--- src/common/uart_pkg.sv ---
// serial port widths, register map, reset defaults and payload types
package uart_pkg;

   // host bus
   localparam int BUS_DATA_W = 64;
   localparam int BUS_BE_W   = 8;
   localparam int BUS_ADDR_W = 14;

   // register select field inside the bus address
   localparam int REG_SEL_HI = 13;
   localparam int REG_SEL_LO = 12;

   localparam logic [1:0] REG_DATA      = 2'd0; // rx head and status, tx push
   localparam logic [1:0] REG_POP_LEVEL = 2'd1; // fifo levels, rx pop
   localparam logic [1:0] REG_BAUD      = 2'd2; // clocks per bit
   localparam logic [1:0] REG_SPARE     = 2'd3;

   // bit timing
   localparam int BAUD_W       = 16;
   localparam int BAUD_DEFAULT = 54;

   // queues
   localparam int FIFO_DEPTH = 16;
   localparam int FIFO_LVL_W = 5; // holds 0 to FIFO_DEPTH

   // receive line conditioning
   localparam int SYNC_STAGES = 2;

   typedef logic [7:0] uart_byte_t;

   // one received frame as kept in the rx queue
   typedef struct packed {
      logic       frame_err; // stop bit was low
      uart_byte_t data;
   } rx_entry_t;

   typedef logic [BAUD_W-1:0] baud_t;

   typedef logic [FIFO_LVL_W-1:0] fifo_lvl_t;

endpackage

--- src/hw/uart/uart_fifo.sv ---
// synchronous queue with typed entries, level count and full/empty flags
`timescale 1ns/100ps

module uart_fifo #(
   parameter type payload_t = logic [7:0]
)
(
   input  logic                msoc_clk,
   input  logic                rstn,
   input  logic                push_i,
   input  payload_t            data_i,
   input  logic                pop_i,
   output payload_t            head_o,
   output logic                empty_o,
   output logic                full_o,
   output uart_pkg::fifo_lvl_t level_o
);

   payload_t                        mem [uart_pkg::FIFO_DEPTH];
   logic [uart_pkg::FIFO_LVL_W-2:0] wr_ptr_q, rd_ptr_q; // wrap at depth
   uart_pkg::fifo_lvl_t             level_q;
   logic                            do_push, do_pop;

   assign empty_o = (level_q == '0);
   assign full_o  = (level_q == uart_pkg::FIFO_LVL_W'(uart_pkg::FIFO_DEPTH));
   assign level_o = level_q;
   assign head_o  = mem[rd_ptr_q]; // valid while not empty

   assign do_push = push_i & ~full_o;  // drop when full
   assign do_pop  = pop_i & ~empty_o;  // ignore when empty

   always_ff @(posedge msoc_clk or negedge rstn)
   begin
      if (!rstn)
      begin
         wr_ptr_q <= '0;
         rd_ptr_q <= '0;
         level_q  <= '0;
      end
      else
      begin
         if (do_push)
            wr_ptr_q <= wr_ptr_q + 1'b1;
         if (do_pop)
            rd_ptr_q <= rd_ptr_q + 1'b1;
         case ({do_push, do_pop})
            2'b10:   level_q <= level_q + 1'b1;
            2'b01:   level_q <= level_q - 1'b1;
            default: level_q <= level_q; // both or neither
         endcase
      end
   end

   always_ff @(posedge msoc_clk)
   begin
      if (do_push)
         mem[wr_ptr_q] <= data_i;
   end

   a_level_bound : assert property (@(posedge msoc_clk) disable iff (!rstn)
      level_q <= uart_pkg::FIFO_LVL_W'(uart_pkg::FIFO_DEPTH))
      else $error("fifo level above depth");

endmodule

--- src/hw/uart/uart_rx.sv ---
// receiver: synchronizer, 3-sample majority, start check, mid-bit sampling
`timescale 1ns/100ps

module uart_rx
(
   input  logic                msoc_clk,
   input  logic                rstn,
   input  uart_pkg::baud_t     baud_i,
   input  logic                uart_rx_i,
   output logic                rx_push_o,
   output uart_pkg::rx_entry_t rx_entry_o
);

   typedef enum logic [1:0] {RX_IDLE, RX_START, RX_DATA, RX_STOP} rx_state_t;

   logic [uart_pkg::SYNC_STAGES-1:0] sync_q;
   logic [2:0]                       hist_q;     // last three synced samples
   logic                             maj, maj_q, maj_prev_q;
   rx_state_t                        state_q;
   uart_pkg::baud_t                  div_q, baud_cnt_q, half;
   logic [2:0]                       bit_cnt_q;
   uart_pkg::uart_byte_t             data_q;
   uart_pkg::rx_entry_t              entry_q;
   logic                             push_q;
   logic                             sample;

   assign maj  = (hist_q[0] & hist_q[1]) | (hist_q[0] & hist_q[2]) | (hist_q[1] & hist_q[2]);
   assign half = div_q >> 1;

   // start check waits half a bit, the rest wait a full bit
   assign sample = (state_q == RX_START) ? (baud_cnt_q == half - 1'b1) :
                   (state_q != RX_IDLE) && (baud_cnt_q == div_q - 1'b1);

   assign rx_push_o  = push_q;
   assign rx_entry_o = entry_q;

   always_ff @(posedge msoc_clk or negedge rstn)
   begin
      if (!rstn)
      begin
         sync_q     <= '1;
         hist_q     <= '1;
         maj_q      <= 1'b1;
         maj_prev_q <= 1'b1;
      end
      else
      begin
         sync_q     <= {sync_q[uart_pkg::SYNC_STAGES-2:0], uart_rx_i};
         hist_q     <= {hist_q[1:0], sync_q[uart_pkg::SYNC_STAGES-1]};
         maj_q      <= maj;
         maj_prev_q <= maj_q; // for falling edge
      end
   end

   always_ff @(posedge msoc_clk or negedge rstn)
   begin
      if (!rstn)
      begin
         state_q    <= RX_IDLE;
         div_q      <= uart_pkg::BAUD_W'(uart_pkg::BAUD_DEFAULT);
         baud_cnt_q <= '0;
         bit_cnt_q  <= '0;
         push_q     <= 1'b0;
      end
      else
      begin
         push_q <= 1'b0;
         case (state_q)
            RX_IDLE:
            begin
               if (maj_prev_q && !maj_q)
               begin
                  div_q      <= baud_i;
                  baud_cnt_q <= '0;
                  state_q    <= RX_START;
               end
            end
            RX_START:
            begin
               if (sample)
               begin
                  baud_cnt_q <= '0;
                  bit_cnt_q  <= '0;
                  state_q    <= maj_q ? RX_IDLE : RX_DATA; // glitch if high again
               end
               else
                  baud_cnt_q <= baud_cnt_q + 1'b1;
            end
            RX_DATA:
            begin
               if (sample)
               begin
                  baud_cnt_q <= '0;
                  bit_cnt_q  <= bit_cnt_q + 1'b1;
                  if (bit_cnt_q == 3'd7)
                     state_q <= RX_STOP;
               end
               else
                  baud_cnt_q <= baud_cnt_q + 1'b1;
            end
            RX_STOP:
            begin
               if (sample)
               begin
                  push_q  <= 1'b1;
                  state_q <= RX_IDLE;
               end
               else
                  baud_cnt_q <= baud_cnt_q + 1'b1;
            end
            default: state_q <= RX_IDLE;
         endcase
      end
   end

   always_ff @(posedge msoc_clk)
   begin
      if (sample && (state_q == RX_DATA))
         data_q <= {maj_q, data_q[7:1]}; // lsb arrives first
      if (sample && (state_q == RX_STOP))
      begin
         entry_q.data      <= data_q;
         entry_q.frame_err <= ~maj_q;
      end
   end

   a_push_single : assert property (@(posedge msoc_clk) disable iff (!rstn)
      rx_push_o |=> !rx_push_o)
      else $error("rx push held for two cycles");

endmodule

--- src/hw/uart/uart_tx.sv ---
// transmit sequencer: pops the queue and sends 8N1 frames, LSB first
`timescale 1ns/100ps

module uart_tx
(
   input  logic                 msoc_clk,
   input  logic                 rstn,
   input  uart_pkg::baud_t      baud_i,
   input  logic                 fifo_empty_i,
   input  uart_pkg::uart_byte_t fifo_head_i,
   output logic                 fifo_pop_o,
   output logic                 uart_tx_o
);

   typedef enum logic [1:0] {TX_IDLE, TX_POP, TX_SEND} tx_state_t;

   tx_state_t       state_q;
   uart_pkg::baud_t div_q;      // divisor frozen for the frame
   uart_pkg::baud_t baud_cnt_q;
   logic [3:0]      bit_cnt_q;  // 0 is start, 9 is stop
   logic [8:0]      shift_q;    // stop bit above the data
   logic            line_q;
   logic            bit_end;

   assign bit_end    = (state_q == TX_SEND) && (baud_cnt_q == div_q - 1'b1);
   assign fifo_pop_o = (state_q == TX_POP);
   assign uart_tx_o  = line_q;

   always_ff @(posedge msoc_clk or negedge rstn)
   begin
      if (!rstn)
      begin
         state_q    <= TX_IDLE;
         div_q      <= uart_pkg::BAUD_W'(uart_pkg::BAUD_DEFAULT);
         baud_cnt_q <= '0;
         bit_cnt_q  <= '0;
         line_q     <= 1'b1; // line idles high
      end
      else
      begin
         case (state_q)
            TX_IDLE:
            begin
               if (!fifo_empty_i)
                  state_q <= TX_POP;
            end
            TX_POP:
            begin
               div_q      <= baud_i;
               baud_cnt_q <= '0;
               bit_cnt_q  <= '0;
               line_q     <= 1'b0; // start bit
               state_q    <= TX_SEND;
            end
            TX_SEND:
            begin
               if (bit_end)
               begin
                  baud_cnt_q <= '0;
                  if (bit_cnt_q == 4'd9)
                     state_q <= TX_IDLE; // stop bit done
                  else
                  begin
                     line_q    <= shift_q[0];
                     bit_cnt_q <= bit_cnt_q + 1'b1;
                  end
               end
               else
                  baud_cnt_q <= baud_cnt_q + 1'b1;
            end
            default: state_q <= TX_IDLE;
         endcase
      end
   end

   always_ff @(posedge msoc_clk)
   begin
      if (state_q == TX_POP)
         shift_q <= {1'b1, fifo_head_i}; // head still valid during pop
      else if (bit_end)
         shift_q <= {1'b1, shift_q[8:1]};
   end

   a_idle_high : assert property (@(posedge msoc_clk) disable iff (!rstn)
      (state_q == TX_IDLE) |-> uart_tx_o)
      else $error("tx line low while sequencer idle");

endmodule

--- src/hw/uart_bus_regs.sv ---
// bus register decode: tx push, rx pop, baud divisor register, read mux
`timescale 1ns/100ps

module uart_bus_regs
(
   input  logic                           msoc_clk,
   input  logic                           rstn,
   input  logic                           bus_en_i,
   input  logic [uart_pkg::BUS_BE_W-1:0]   bus_we_i,
   input  logic [uart_pkg::BUS_ADDR_W-1:0] bus_addr_i,
   input  logic [uart_pkg::BUS_DATA_W-1:0] bus_wdata_i,
   input  uart_pkg::rx_entry_t            rx_head_i,
   input  logic                           rx_empty_i,
   input  logic                           rx_full_i,
   input  logic                           tx_full_i,
   input  uart_pkg::fifo_lvl_t            rx_level_i,
   input  uart_pkg::fifo_lvl_t            tx_level_i,
   output logic [uart_pkg::BUS_DATA_W-1:0] bus_rdata_o,
   output logic                           tx_push_o,
   output uart_pkg::uart_byte_t           tx_byte_o,
   output logic                           rx_pop_o,
   output uart_pkg::baud_t                baud_o
);

   logic            wr_en;
   logic [1:0]      reg_sel;
   uart_pkg::baud_t baud_q;

   assign wr_en   = bus_en_i & (|bus_we_i); // any byte lane counts as a write
   assign reg_sel = bus_addr_i[uart_pkg::REG_SEL_HI:uart_pkg::REG_SEL_LO];

   // single-cycle strobes, the queues act on them at the next edge
   assign tx_push_o = wr_en && (reg_sel == uart_pkg::REG_DATA);
   assign tx_byte_o = bus_wdata_i[7:0];
   assign rx_pop_o  = wr_en && (reg_sel == uart_pkg::REG_POP_LEVEL);
   assign baud_o    = baud_q;

   always_ff @(posedge msoc_clk or negedge rstn)
   begin
      if (!rstn)
      begin
         baud_q <= uart_pkg::BAUD_W'(uart_pkg::BAUD_DEFAULT);
      end
      else if (wr_en && (reg_sel == uart_pkg::REG_BAUD))
      begin
         baud_q <= bus_wdata_i[uart_pkg::BAUD_W-1:0];
      end
   end

   // reads follow the address in the same cycle
   always_comb
   begin
      bus_rdata_o = '0;
      case (reg_sel)
         uart_pkg::REG_DATA:
         begin
            bus_rdata_o[7:0] = rx_head_i.data;
            bus_rdata_o[8]   = rx_head_i.frame_err;
            bus_rdata_o[9]   = rx_empty_i;
            bus_rdata_o[10]  = tx_full_i;
            bus_rdata_o[11]  = rx_full_i;
         end
         uart_pkg::REG_POP_LEVEL:
         begin
            bus_rdata_o[4:0]   = rx_level_i;
            bus_rdata_o[20:16] = tx_level_i;
         end
         uart_pkg::REG_BAUD:
         begin
            bus_rdata_o[uart_pkg::BAUD_W-1:0] = baud_q;
         end
         uart_pkg::REG_SPARE:
         begin
            bus_rdata_o = '0; // reserved
         end
         default:
         begin
            bus_rdata_o = '0;
         end
      endcase
   end

   // one register per bus cycle, so push and pop never coincide
   a_push_pop_excl : assert property (@(posedge msoc_clk) disable iff (!rstn)
      !(tx_push_o && rx_pop_o))
      else $error("tx push and rx pop in the same cycle");

endmodule

--- src/hw/uart_periph_top.sv ---
// serial port peripheral top: bus registers, tx/rx queues, transmitter, receiver
`timescale 1ns/100ps

module uart_periph_top
(
   input  logic                           msoc_clk,
   input  logic                           rstn,
   input  logic                           bus_en_i,
   input  logic [uart_pkg::BUS_BE_W-1:0]   bus_we_i,
   input  logic [uart_pkg::BUS_ADDR_W-1:0] bus_addr_i,
   input  logic [uart_pkg::BUS_DATA_W-1:0] bus_wdata_i,
   input  logic                           uart_rx_i,
   output logic [uart_pkg::BUS_DATA_W-1:0] bus_rdata_o,
   output logic                           uart_tx_o,
   output logic                           uart_irq_o
);

   logic                  tx_push, tx_pop, tx_empty, tx_full;
   uart_pkg::uart_byte_t  tx_byte, tx_head;
   uart_pkg::fifo_lvl_t   tx_level;
   logic                  rx_push, rx_pop, rx_empty, rx_full;
   uart_pkg::rx_entry_t   rx_entry, rx_head;
   uart_pkg::fifo_lvl_t   rx_level;
   uart_pkg::baud_t       baud;

   assign uart_irq_o = ~rx_empty; // pending receive data

   uart_bus_regs u_regs (
      .msoc_clk    (msoc_clk),
      .rstn        (rstn),
      .bus_en_i    (bus_en_i),
      .bus_we_i    (bus_we_i),
      .bus_addr_i  (bus_addr_i),
      .bus_wdata_i (bus_wdata_i),
      .rx_head_i   (rx_head),
      .rx_empty_i  (rx_empty),
      .rx_full_i   (rx_full),
      .tx_full_i   (tx_full),
      .rx_level_i  (rx_level),
      .tx_level_i  (tx_level),
      .bus_rdata_o (bus_rdata_o),
      .tx_push_o   (tx_push),
      .tx_byte_o   (tx_byte),
      .rx_pop_o    (rx_pop),
      .baud_o      (baud)
   );

   uart_fifo #(.payload_t(uart_pkg::uart_byte_t)) u_tx_fifo (
      .msoc_clk (msoc_clk),
      .rstn     (rstn),
      .push_i   (tx_push),
      .data_i   (tx_byte),
      .pop_i    (tx_pop),
      .head_o   (tx_head),
      .empty_o  (tx_empty),
      .full_o   (tx_full),
      .level_o  (tx_level)
   );

   uart_fifo #(.payload_t(uart_pkg::rx_entry_t)) u_rx_fifo (
      .msoc_clk (msoc_clk),
      .rstn     (rstn),
      .push_i   (rx_push),
      .data_i   (rx_entry),
      .pop_i    (rx_pop),
      .head_o   (rx_head),
      .empty_o  (rx_empty),
      .full_o   (rx_full),
      .level_o  (rx_level)
   );

   uart_tx u_tx (
      .msoc_clk     (msoc_clk),
      .rstn         (rstn),
      .baud_i       (baud),
      .fifo_empty_i (tx_empty),
      .fifo_head_i  (tx_head),
      .fifo_pop_o   (tx_pop),
      .uart_tx_o    (uart_tx_o)
   );

   uart_rx u_rx (
      .msoc_clk   (msoc_clk),
      .rstn       (rstn),
      .baud_i     (baud),
      .uart_rx_i  (uart_rx_i),
      .rx_push_o  (rx_push),
      .rx_entry_o (rx_entry)
   );

endmodule

--- config.mk ---
export PLATFORM = sky130hd
export DESIGN_NAME = uart_periph_top
export DESIGN_NICKNAME = d
export VERILOG_FILES = /design/src/common/uart_pkg.sv /design/src/hw/uart/uart_fifo.sv /design/src/hw/uart/uart_rx.sv /design/src/hw/uart/uart_tx.sv /design/src/hw/uart_bus_regs.sv /design/src/hw/uart_periph_top.sv
export SDC_FILE = /design/constraint.sdc
export NUM_CORES = 1
export LEC_CHECK = 0
export BUFFER_PORTS_ARGS = -buffer_cell sky130_fd_sc_hd__buf_2
export CORE_MARGIN = 5
export CORE_UTILIZATION = 46
export CTS_BUF_LIST = sky130_fd_sc_hd__clkbuf_4
export DETAILED_ROUTE_END_ITERATION = 6
export GPL_TIMING_DRIVEN = 0
export PLACE_DENSITY_LB_ADDON = 0.2
export SYNTH_ARGS = -nofsm -noshare
export SYNTH_HDL_FRONTEND = slang
export SYNTH_SLANG_ARGS = --single-unit
--- constraint.sdc ---
create_clock -name msoc_clk -period 4 [get_ports msoc_clk]
set_input_delay 0.6 -clock msoc_clk [delete_from_list [all_inputs] [get_ports msoc_clk]]
set_output_delay 0.6 -clock msoc_clk [all_outputs]
set_load 0.05 [all_outputs]
**Word level (Yosys, flattened, before mapping)**

Memory sizes are Yosys's and may differ from the RTL's.
Cells that the tools add are included.

- Add/subtract/negate cells: 15
- Eq/ne operators: 29
- Mux-type cells: 41
- Bitwise gates (word level): 15
- Reduce and logical (&&, ||, !) cells: 28

Operator list:

| cell | count |
|---|---|
| two-way mux 16 bit | 4 |
| equality test 16 bit | 3 |
| one-hot mux 16 bit (3 select lines) | 1 |
| adder 16 x 1 -> 16 bit (second input constant) | 2 |
| one-hot mux 16 bit (2 select lines) | 1 |
| subtractor 16 x 1 -> 16 bit (second input constant) | 2 |
| adder 4 x 1 -> 4 bit (second input constant) | 5 |
| one-hot mux 5 bit (2 select lines) | 2 |
| one-hot mux 5 bit (4 select lines) | 1 |
| two-way mux 2 bit | 9 |
| two-way mux 8 bit | 2 |
| subtractor 15 x 1 -> 16 bit (second input constant) | 1 |
| equality test 2 bit (second input constant) | 7 |
| one-hot mux 7 bit (2 select lines) | 1 |
| two-way mux 4 bit | 3 |
| inequality test 2 x 1 -> 1 bit (second input constant) | 6 |
| nonzero test 2 bit | 6 |
| adder 5 x 1 -> 5 bit (second input constant) | 2 |
| equality test 2 x 1 -> 1 bit (second input constant) | 5 |
| equality test 5 bit (second input constant) | 2 |
| zero test 5 bit | 2 |
| subtractor 5 x 1 -> 5 bit (second input constant) | 2 |
| two-way mux 1 bit | 9 |
| AND reduction 3 bit | 3 |
| other kinds (21) | 47 |

- Register bits: 151
- Memory bits (writable): 272
- Bits of input ports: 90
- Output and inout port bits: 66
- Logic and storage cells: 155
- Memories kept: 2

Memory list:

| name | depth | bits a word | rd ports | clocked after memory_dff | wr ports | RTL line | text |
|---|---|---|---|---|---|---|---|
| u_rx_fifo.mem | 16 | 9 | 1 | 0 | 1 | uart_fifo.sv:19 | `payload_t mem [uart_pkg::FIFO_DEPTH];` |
| u_tx_fifo.mem | 16 | 8 | 1 | 0 | 1 | uart_fifo.sv:19 |  |

**Depth between registers and ports, before layout**

Gate-level depths: netlist of run 1.

- Depth in word-level cells: 6
- Mapped depth: 14

**Modules after synthesis**

A second synthesis of run 1 with hierarchy kept.

- Cell total of the unflattened synthesis: 1471
- Area total of the unflattened synthesis: 20238.2 um^2

Modules (own cells, without submodules):

| module | instances | cells an instance | area each (um^2) |
|---|---|---|---|
| uart_fifo at u_rx_fifo | 1 | 361 | 6392.4 |
| uart_fifo at u_tx_fifo | 1 | 332 | 5779.3 |
| uart_rx | 1 | 369 | 3851.2 |
| uart_tx | 1 | 272 | 2849.0 |
| uart_bus_regs | 1 | 136 | 1362.6 |
| uart_periph_top | 1 | 1 | 3.8 |

**Worst setup path after synthesis of run 1**

No wires, ideal clock.

- Kind: reg2out
- From: register u_rx_fifo.rd_ptr_q[0] (netlist name)
- To: output bus_rdata_o[0] (netlist name)
- Data arrival time: 3095 ps
- Required time: 3400 ps
- Slack: 305 ps
- Cell stages (with the launch flop): 7
- Buffers on the path: 2
- Cells stage by stage: dfrtp_1 clkbuf_1 buf_1 mux4_2 mux4_2 mux2i_1 o21ai_0

- Word-level cells in the longest chain between the ends: 2

Ends and longest elaborated chain:

| what | RTL line | text |
|---|---|---|
| start: declaration | uart_fifo.sv:20 | `logic [uart_pkg::FIFO_LVL_W-2:0] wr_ptr_q, rd_ptr_q;` |
| start signal: assignment | uart_fifo.sv:45 | `rd_ptr_q <= rd_ptr_q + 1'b1;` |
| memory read (16 x 9 bit) | - |  |
| one-hot mux 5 bit (4 select lines) | uart_bus_regs.sv:54 | `case (reg_sel)` |
| end: declaration | uart_periph_top.sv:13 | `output logic [uart_pkg::BUS_DATA_W-1:0] bus_rdata_o,` |

Every way passes these cells.

**Worst setup path in the final report of run 1**

- From: register u_rx.div_q[0]
- To: register u_rx.entry_q (netlist bit u_rx.rx_entry_o[8]), enable pin

- Word-level cells in the longest chain between the ends: 5

Ends and longest elaborated chain:

| what | RTL line | text |
|---|---|---|
| start: declaration | uart_rx.sv:20 | `uart_pkg::baud_t div_q, baud_cnt_q, half;` |
| start signal: assignment | uart_rx.sv:60 | `div_q <= uart_pkg::BAUD_W'(uart_pkg::BAUD_DEFAULT);` |
| start signal: assignment | uart_rx.sv:73 | `div_q <= baud_i;` |
| subtractor 16 x 1 -> 16 bit | uart_rx.sv:32 | `(state_q != RX_IDLE) && (baud_cnt_q == div_q - 1'b1);` |
| equality test 16 bit | uart_rx.sv:32 |  |
| logical AND 1 bit | uart_rx.sv:32 |  |
| two-way mux 1 bit | uart_rx.sv:31 | `assign sample = (state_q == RX_START) ? (baud_cnt_q == half - 1'b1) :` |
| logical AND 1 bit | uart_rx.sv:120 | `if (sample && (state_q == RX_STOP))` |
| end: declaration | uart_rx.sv:23 | `uart_pkg::rx_entry_t entry_q;` |

Every way passes these cells.
A chain may end at the register's enable or synchronous reset.

==> flow_summary.json, run 1 <==
{
  "status": "finished clean",
  "layout-drive-gt1-share": 0.298,
  "grt_start_max_net_pins": 88,
  "cp_top_family": "simple AND/OR/NAND/NOR gates",
  "numCtsBuffers": 111,
  "synth_area_per_cell_um2": 14.6,
  "fp.dieH_um": 217,
  "drt_wl_total_um": 43500,
  "seq_area_mm2": 0.0121,
  "die_area_mm2": 0.0469,
  "worstReg2RegStart": "u_rx.div_q[0]$_DFFE_PN0P_",
  "r2r_slack_ns": 0.16,
  "grt.overflow.total": 0,
  "hp-class": "in2reg",
  "worstPathRequired_ns": 4.45,
  "grt_pass1_vias": 12200,
  "max_freq_mhz": 261,
  "final_common_cell": "edfxtp_1",
  "synth_top_area_frac": 0.455,
  "synthCells": 1341,
  "vias": 11800,
  "synth_seq_cells": 423,
  "via_per_inst": 5.40,
  "arrival_ns": 4.29,
  "p_switching_mw": 5.04,
  "r2r_cells": 10,
  "reg2reg_to": "u_rx.rx_entry_o[8]$_DFFE_PP_",
  "cts.sink_count": 423,
  "path_max_fanout": 10,
  "clk_pin_slew_ns": 0.07,
  "start_kind": "register",
  "area_delta_synth_final_pct": 14.1,
  "p_per_area_mw_per_mm2": 639,
  "die-width_um": 217,
  "crit_slowest_cell": "dfrtp_1",
  "clkLatencyLatePin_ns": 0.83,
  "pre_cts_ws_ns": -0.221,
  "route.detailed.drc": 0,
  "finalSetupViolations": 0,
  "finalWorstSetupSlack_ns": 0.165,
  "ant_nets": 0,
  "power_frac_comb": 0.352,
  "antenna_found_initial": 2,
  "htree_levels": 3,
  "hold_end": "u_regs.baud_o[10]$_DFFE_PN0P_",
  "fin_skew_ns": 0.0757,
  "ys_seq_area_frac": 0.617,
  "cp_cell_sequence": "inv_1 -> ha_1 -> or3b_1 -> or3_1 -> a2111oi_2 -> nand4_1 -> nor4_2 -> a21oi_2 -> clkbuf_1 -> nor2_4",
  "worst-path-stages": 10,
  "pwr-share-seq": 0.390,
  "synth_area_mm2": 0.0196,
  "critical_path_buf_inv_count": 2,
  "finalCritPeriodShare": 0.959,
  "p_clk_frac": 0.258,
  "hold_violations": 0,
  "leakagePower_nw": 8.25,
  "peakVddDrop_v": 0.000207,
  "cap_violations": 0,
  "ys_types": 79,
  "worst-setup-path-type": "reg2reg",
  "post-route-min-period_ns": 3.84,
  "dp_hpwl_um": 30000,
  "drv_slew": 0,
  "post_cts_buffers": 0,
  "cts_buffer_depth": 3,
  "synth-main-ff-cell": "edfxtp_1",
  "crit_path_end_kind": "register",
  "layout_common_cells": "edfxtp_1 (297), clkbuf_4 (163), dfrtp_1 (106), mux4_2 (85), nor2_1 (73)",
  "yosysTopAreaCell": "edfxtp_1",
  "coreArea_mm2": 0.0420,
  "fin_total_pwr_mw": 14.3,
  "multiInputGateArea_mm2": 0.00690,
  "switching_share": 0.352,
  "power.internal_mw": 9.27,
  "boundaryPins": 156,
  "track_usage": 0.189,
  "yosysWarnings": 0,
  "rows": 75,
  "gp_congestion": 0.840,
  "drt-initial-drc-count": 933,
  "drtPass1Iterations": 5,
  "slew_headroom": 0.101,
  "initial_core_util": 0.467,
  "nets": 1689,
  "tritoncts": "built",
  "cts.root.buffer_cell": "clkbuf_4",
  "portBuffers": 50,
  "synth.area.top_cells": "edfxtp_1 (45%), dfrtp_1 (14%), mux4_2 (9.8%)",
  "routedWlPerCell_um": 19.8,
  "async_flop_share": 0.298,
  "synth-edff-count": 297,
  "min_path_cells": 2,
  "n_fill_cell": 3539,
  "slowest_delay_ns": 0.48,
  "tightest_slew_ns": 1.34,
  "hp-start": "bus_wdata_i[10]",
  "grt_pass1_wl_um": 69400
}
## flip-flops by register name, indices dropped and copies added (netlist names), 5 cells and up, named ones only
register and count:
u_regs.baud_o 16, u_rx.baud_cnt_q 16, u_rx.data_q 8, u_rx.div_q 16, u_rx.rx_entry_o 9, u_rx_fifo.level_o 5, u_rx_fifo.mem 144, u_tx.baud_cnt_q 16
u_tx.div_q 16, u_tx.shift_q 8, u_tx_fifo.level_o 5, u_tx_fifo.mem 128
## cell families (layout without fill, tap and decap cells)
| kind of cell | after synthesis | after routing | share of synthesized area |
|---|---|---|---|
| AND/OR/NAND/NOR | 325 | 325 | 0.0852 |
| flip-flops | 423 | 423 | 0.617 |
| buffers and inverters | 172 | 442 | 0.0421 |
| XOR/XNOR | 91 | 91 | 0.0406 |
| multiplexers | 163 | 163 | 0.141 |
| adder cells (fa/ha/maj) | 39 | 39 | 0.0255 |
| other | 1 | 45 | 0.000191 |
| AO/OA/AOI/OAI | 127 | 127 | 0.0488 |
## worst max-delay path by stage
stage                                       from                      endpoint  slack (ns)
3_5_place_dp           u_rx.div_q[0]$_DFFE_PN0P_  u_rx.rx_entry_o[7]$_DFFE_PP_       -0.22
5_1_grt                u_rx.div_q[2]$_DFFE_PN1P_  u_rx.rx_entry_o[8]$_DFFE_PP_     -0.0004
3_3_place_gp           u_rx.div_q[0]$_DFFE_PN0P_  u_rx.rx_entry_o[8]$_DFFE_PP_       -0.25
6_report               u_rx.div_q[0]$_DFFE_PN0P_  u_rx.rx_entry_o[8]$_DFFE_PP_        0.16
4_1_cts        u_rx_fifo.rd_ptr_q[0]$_DFFE_PN0P_                bus_rdata_o[0]        0.01
2_1_floorplan  u_rx_fifo.rd_ptr_q[0]$_DFFE_PN0P_                bus_rdata_o[0]        0.31
## per-layer routing
| layer | global-route usage | wire length (µm) | vias up |
|---|---|---|---|
| met4 | 0.0640 | 841 | 0 |
| met1 | 0.257 | 19200 | 5970 |
| met3 | 0.0398 | 2250 | 56 |
| met2 | 0.307 | 21200 | 327 |
| met5 | 0 | 0 | - |
| li1 | - | - | 5495 |
## power groups by stage
stage / Clock (mW) / Sequential (mW) / Combinational [mW]
floorplan: 0 / 5.52 / 3.88
global placement: 0 / 5.65 / 4.92
detailed placement: 0 / 5.67 / 5.00
CTS: 3.82 / 5.58 / 5.07
global route: 4.10 / 5.64 / 5.53
finish: 3.69 / 5.59 / 5.04
## stage by stage
step | std cells | hold WS, ns | cell area [µm²] | TNS (ns) | utilization
after floorplan | 1383 | 0.304 | 19800 | 0 | -
after global placement | 1972 | 0.347 | 20700 | -3.99 | 0.492
after detailed placement | 1977 | 0.348 | 20800 | -4.34 | 0.495
after CTS | 2191 | 0.00273 | 22400 | 0 | 0.532
after global routing | 2194 | 0.00838 | 22400 | -0.000435 | 0.532
final | 2194 | 0.0861 | 22400 | 0 | 0.532
## area by class of cell
type                    count  share of cell area
inverters                  59             0.00989
multi-input cells         788               0.308
flip-flops and latches    423               0.540
plain buffers             113              0.0288
clock buffers             161              0.0540
well taps                 539              0.0301
diodes                      2            0.000224
clock inverters            44             0.00933
repair buffers             65              0.0188
## cell usage after synthesis (4+ instances only)
library cell,number
a31oi_1,7
nand4_1,27
and3_1,11
xnor2_1,57
o221ai_2,5
and2_1,14
mux2i_1,20
inv_1,59
nand3_1,37
o22ai_2,4
nor3_1,23
mux4_2,85
or3_1,7
a21oi_1,17
o31ai_1,6
buf_1,12
xor2_1,34
a21o_1,5
a31o_2,5
o21ai_0,29
nor2b_1,7
o211ai_1,4
nand2b_1,14
edfxtp_1,297
nor2_1,75
a211oi_1,8
o221ai_1,7
nand2_1,70
dfstp_2,20
buf_4,43
clkbuf_1,53
ha_1,36
nor4_1,16
dfrtp_1,106
mux2_2,57
## repair_timing
item / in CTS / in global routing
pin swaps: 0 / 0
hold buffers: 9 / 0
gates resized for setup: 26 / 6
hold endpoints to repair: 47 / 0
endpoints found under the setup margin: 27 / 34
cloned: 0 / 0
Note: power is estimated with default switching activity, not from simulation.
==> inputs of run 2 (changes only) <==
Settings changed: CORE_ASPECT_RATIO set to 0.5.
==> run 2 against run 1 <==
  * Register-to-register slack about the same
  * Core utilization is essentially flat
  * Cell count grew 0.64%
  * Sequential cell count unchanged
  * Combinational power is 1% higher
  * Global-route usage shrank 0.21 points
  * Maximum frequency is 0.33% higher
  * Cell area about the same
  * Critical path depth up 1
  * Power decreased by 0.66%
  * Critical path type unchanged
  * Critical endpoint is now u_rx.rx_entry_o[4]$_DFFE_PP_
==> flow_summary.json, run 2 (same netlist as run 1, synthesis figures left out) <==
{
  "status": "finished clean",
  "boundaryPins": 156,
  "path_max_fanout": 10,
  "stdcell_count": 2208,
  "drv_slew": 0,
  "pre_cts_ws_ns": -0.539,
  "die_area_mm2": 0.0471,
  "slew_headroom": 0.0994,
  "drt-initial-drc-count": 998,
  "worst-setup-path-type": "reg2reg",
  "peakVddDrop_v": 0.000243,
  "clkLatencyLatePin_ns": 0.79,
  "cts.root.buffer_cell": "clkbuf_4",
  "finalSetupViolations": 0,
  "vias": 11900,
  "top_register": "u_rx_fifo.mem",
  "gp_congestion": 0.875,
  "leakagePower_nw": 8.20,
  "htree_levels": 3,
  "ant_nets": 0,
  "die-width_um": 302,
  "finalWorstSetupSlack_ns": 0.177,
  "cts_buffer_depth": 3,
  "numCtsBuffers": 94,
  "worstPathRequired_ns": 4.47,
  "track_usage": 0.187,
  "final_common_cell": "edfxtp_1",
  "max_freq_mhz": 262,
  "via_per_inst": 5.40,
  "hp-class": "in2reg",
  "reg_top3": "u_rx_fifo.mem x144, u_tx_fifo.mem x128",
  "hold_violations": 0,
  "fin_skew_ns": 0.0678,
  "layout_common_cells": "edfxtp_1 (297), clkbuf_4 (162), dfrtp_1 (106), mux4_2 (85), nor2_1 (73)",
  "dp_hpwl_um": 30400,
  "tightest_slew_ns": 1.34,
  "drtPass1Iterations": 6,
  "nets": 1675,
  "p_switching_mw": 5.01,
  "cap_violations": 0,
  "n_fill_cell": 3517,
  "switching_share": 0.352,
  "grt_pass1_wl_um": 68300,
  "power.internal_mw": 9.21,
  "p_per_area_mw_per_mm2": 635,
  "start_kind": "register",
  "grt_start_max_net_pins": 96,
  "drt_wl_total_um": 43700,
  "layout-drive-gt1-share": 0.295,
  "dp.cells": 2015,
  "setup-tns-final_ns": 0,
  "grt.overflow.total": 0,
  "route.detailed.drc": 0,
  "largest_reg_flops": 144,
  "cts.sink_count": 423,
  "portBuffers": 50,
  "antenna_found_initial": 2,
  "whs_ns": 0.195,
  "crit_path_end_kind": "register",
  "routedWlPerCell_um": 19.8,
  "post-route-min-period_ns": 3.82,
  "p_clk_frac": 0.248,
  "grt_pass1_vias": 12000,
  "arrival_ns": 4.29,
  "final_util": 0.532,
  "pwr-share-seq": 0.395,
  "rows": 53,
  "initial_core_util": 0.467,
  "power_frac_comb": 0.358,
  "tritoncts": "built",
  "coreArea_mm2": 0.0420,
  "area_delta_synth_final_pct": 14.1,
  "finalCritPeriodShare": 0.956,
  "clk_pin_slew_ns": 0.08,
  "fp.dieH_um": 156,
  "rsz0062_at_grt": "no"
}
==> run 2: cell types whose count changed in the layout (fill, tap and decap cells not counted), moves of 2 or more <==
cell        before  now
clkinvlp_4       2    0
o21ai_0         29   27
buf_12           0    2
clkinv_1        25   13
o21ai_1          3    5
clkinv_2        13    0
==> run 2: what timing repair did <==
item                       4_1_cts  5_1_grt
pin swaps                        0        2
setup buffers                    0        3
hold endpoints to repair        39        1
cloned                           0        0
setup endpoints to repair       27       34
hold buffers                     9        1
gates resized for setup         20       19
==> run 2: through the flow <==
stage / area (µm²) / total power [mW]
6_report: 22400 / 14.2
5_1_grt: 22400 / 15.1
4_1_cts: 22300 / 14.3
3_5_place_dp: 20900 / 10.7
3_3_place_gp: 20800 / 10.6
2_1_floorplan: 19800 / 9.41
==> run 2: layout make-up <==
cell class	instances	area, µm²	share of cell area
antenna	2	5.00	0.000224
buffer	113	644	0.0288
clock buffer	158	1190	0.0530
clock inverter	20	115	0.00514
inverter	59	221	0.00990
multi-input combinational	788	6910	0.309
sequential	423	12100	0.541
tap	577	722	0.0323
timing repair buffer	68	482	0.0215
==> run 2: per-layer routing <==
metal | vias up | track usage | wire, µm
met5 | - | 0 | 0
li1 | 5455 | - | -
met4 | 0 | 0.0495 | 856
met1 | 6033 | 0.261 | 19300
met2 | 373 | 0.300 | 20700
met3 | 72 | 0.0442 | 2840
==> run 2: critical path, cell delays in order (launching register included) <==
cell	delay (ns)
dfrtp_1	0.50
inv_1	0.10
ha_1	0.24
or3b_1	0.42
or3_1	0.38
a2111oi_2	0.43
nand4_1	0.15
nor4_2	0.41
a21oi_2	0.22
clkbuf_1	0.34
nor2_4	0.21
buf_12	0.15
==> run 2: path summary, 6_finish.rpt <==
| check | start | end | slack [ns] | cells after the start |
|---|---|---|---|---|
| min in group asynchronous | rstn | u_tx_fifo.rd_ptr_q[1]$_DFFE_PN0P_ | 0.29 | 2 |
| hold / removal | bus_wdata_i[7] | u_tx_fifo.mem[0][7]$_DFFE_PP_ | 0.20 | 1 |
| setup / recovery | u_rx.div_q[0]$_DFFE_PN0P_ | u_rx.rx_entry_o[4]$_DFFE_PP_ | 0.18 | 11 |
| max in group asynchronous | rstn | u_rx.baud_cnt_q[9]$_DFFE_PN0P_ | 2.83 | 3 |
| hold reg to reg | u_rx.sync_q[0]$_DFF_PN1_ | u_rx.sync_q[1]$_DFF_PN1_ | 0.36 | 0 |
| setup reg to reg | u_rx.div_q[0]$_DFFE_PN0P_ | u_rx.rx_entry_o[4]$_DFFE_PP_ | 0.18 | 11 |
==> run 2: power by group through the flow <==
stage	Sequential (mW)	Combinational [mW]	Clock (mW)
finish	5.61	5.09	3.52
global placement	5.67	4.89	0
global route	5.67	5.54	3.87
CTS	5.60	5.08	3.64
detailed placement	5.69	5.03	0
floorplan	5.52	3.88	0
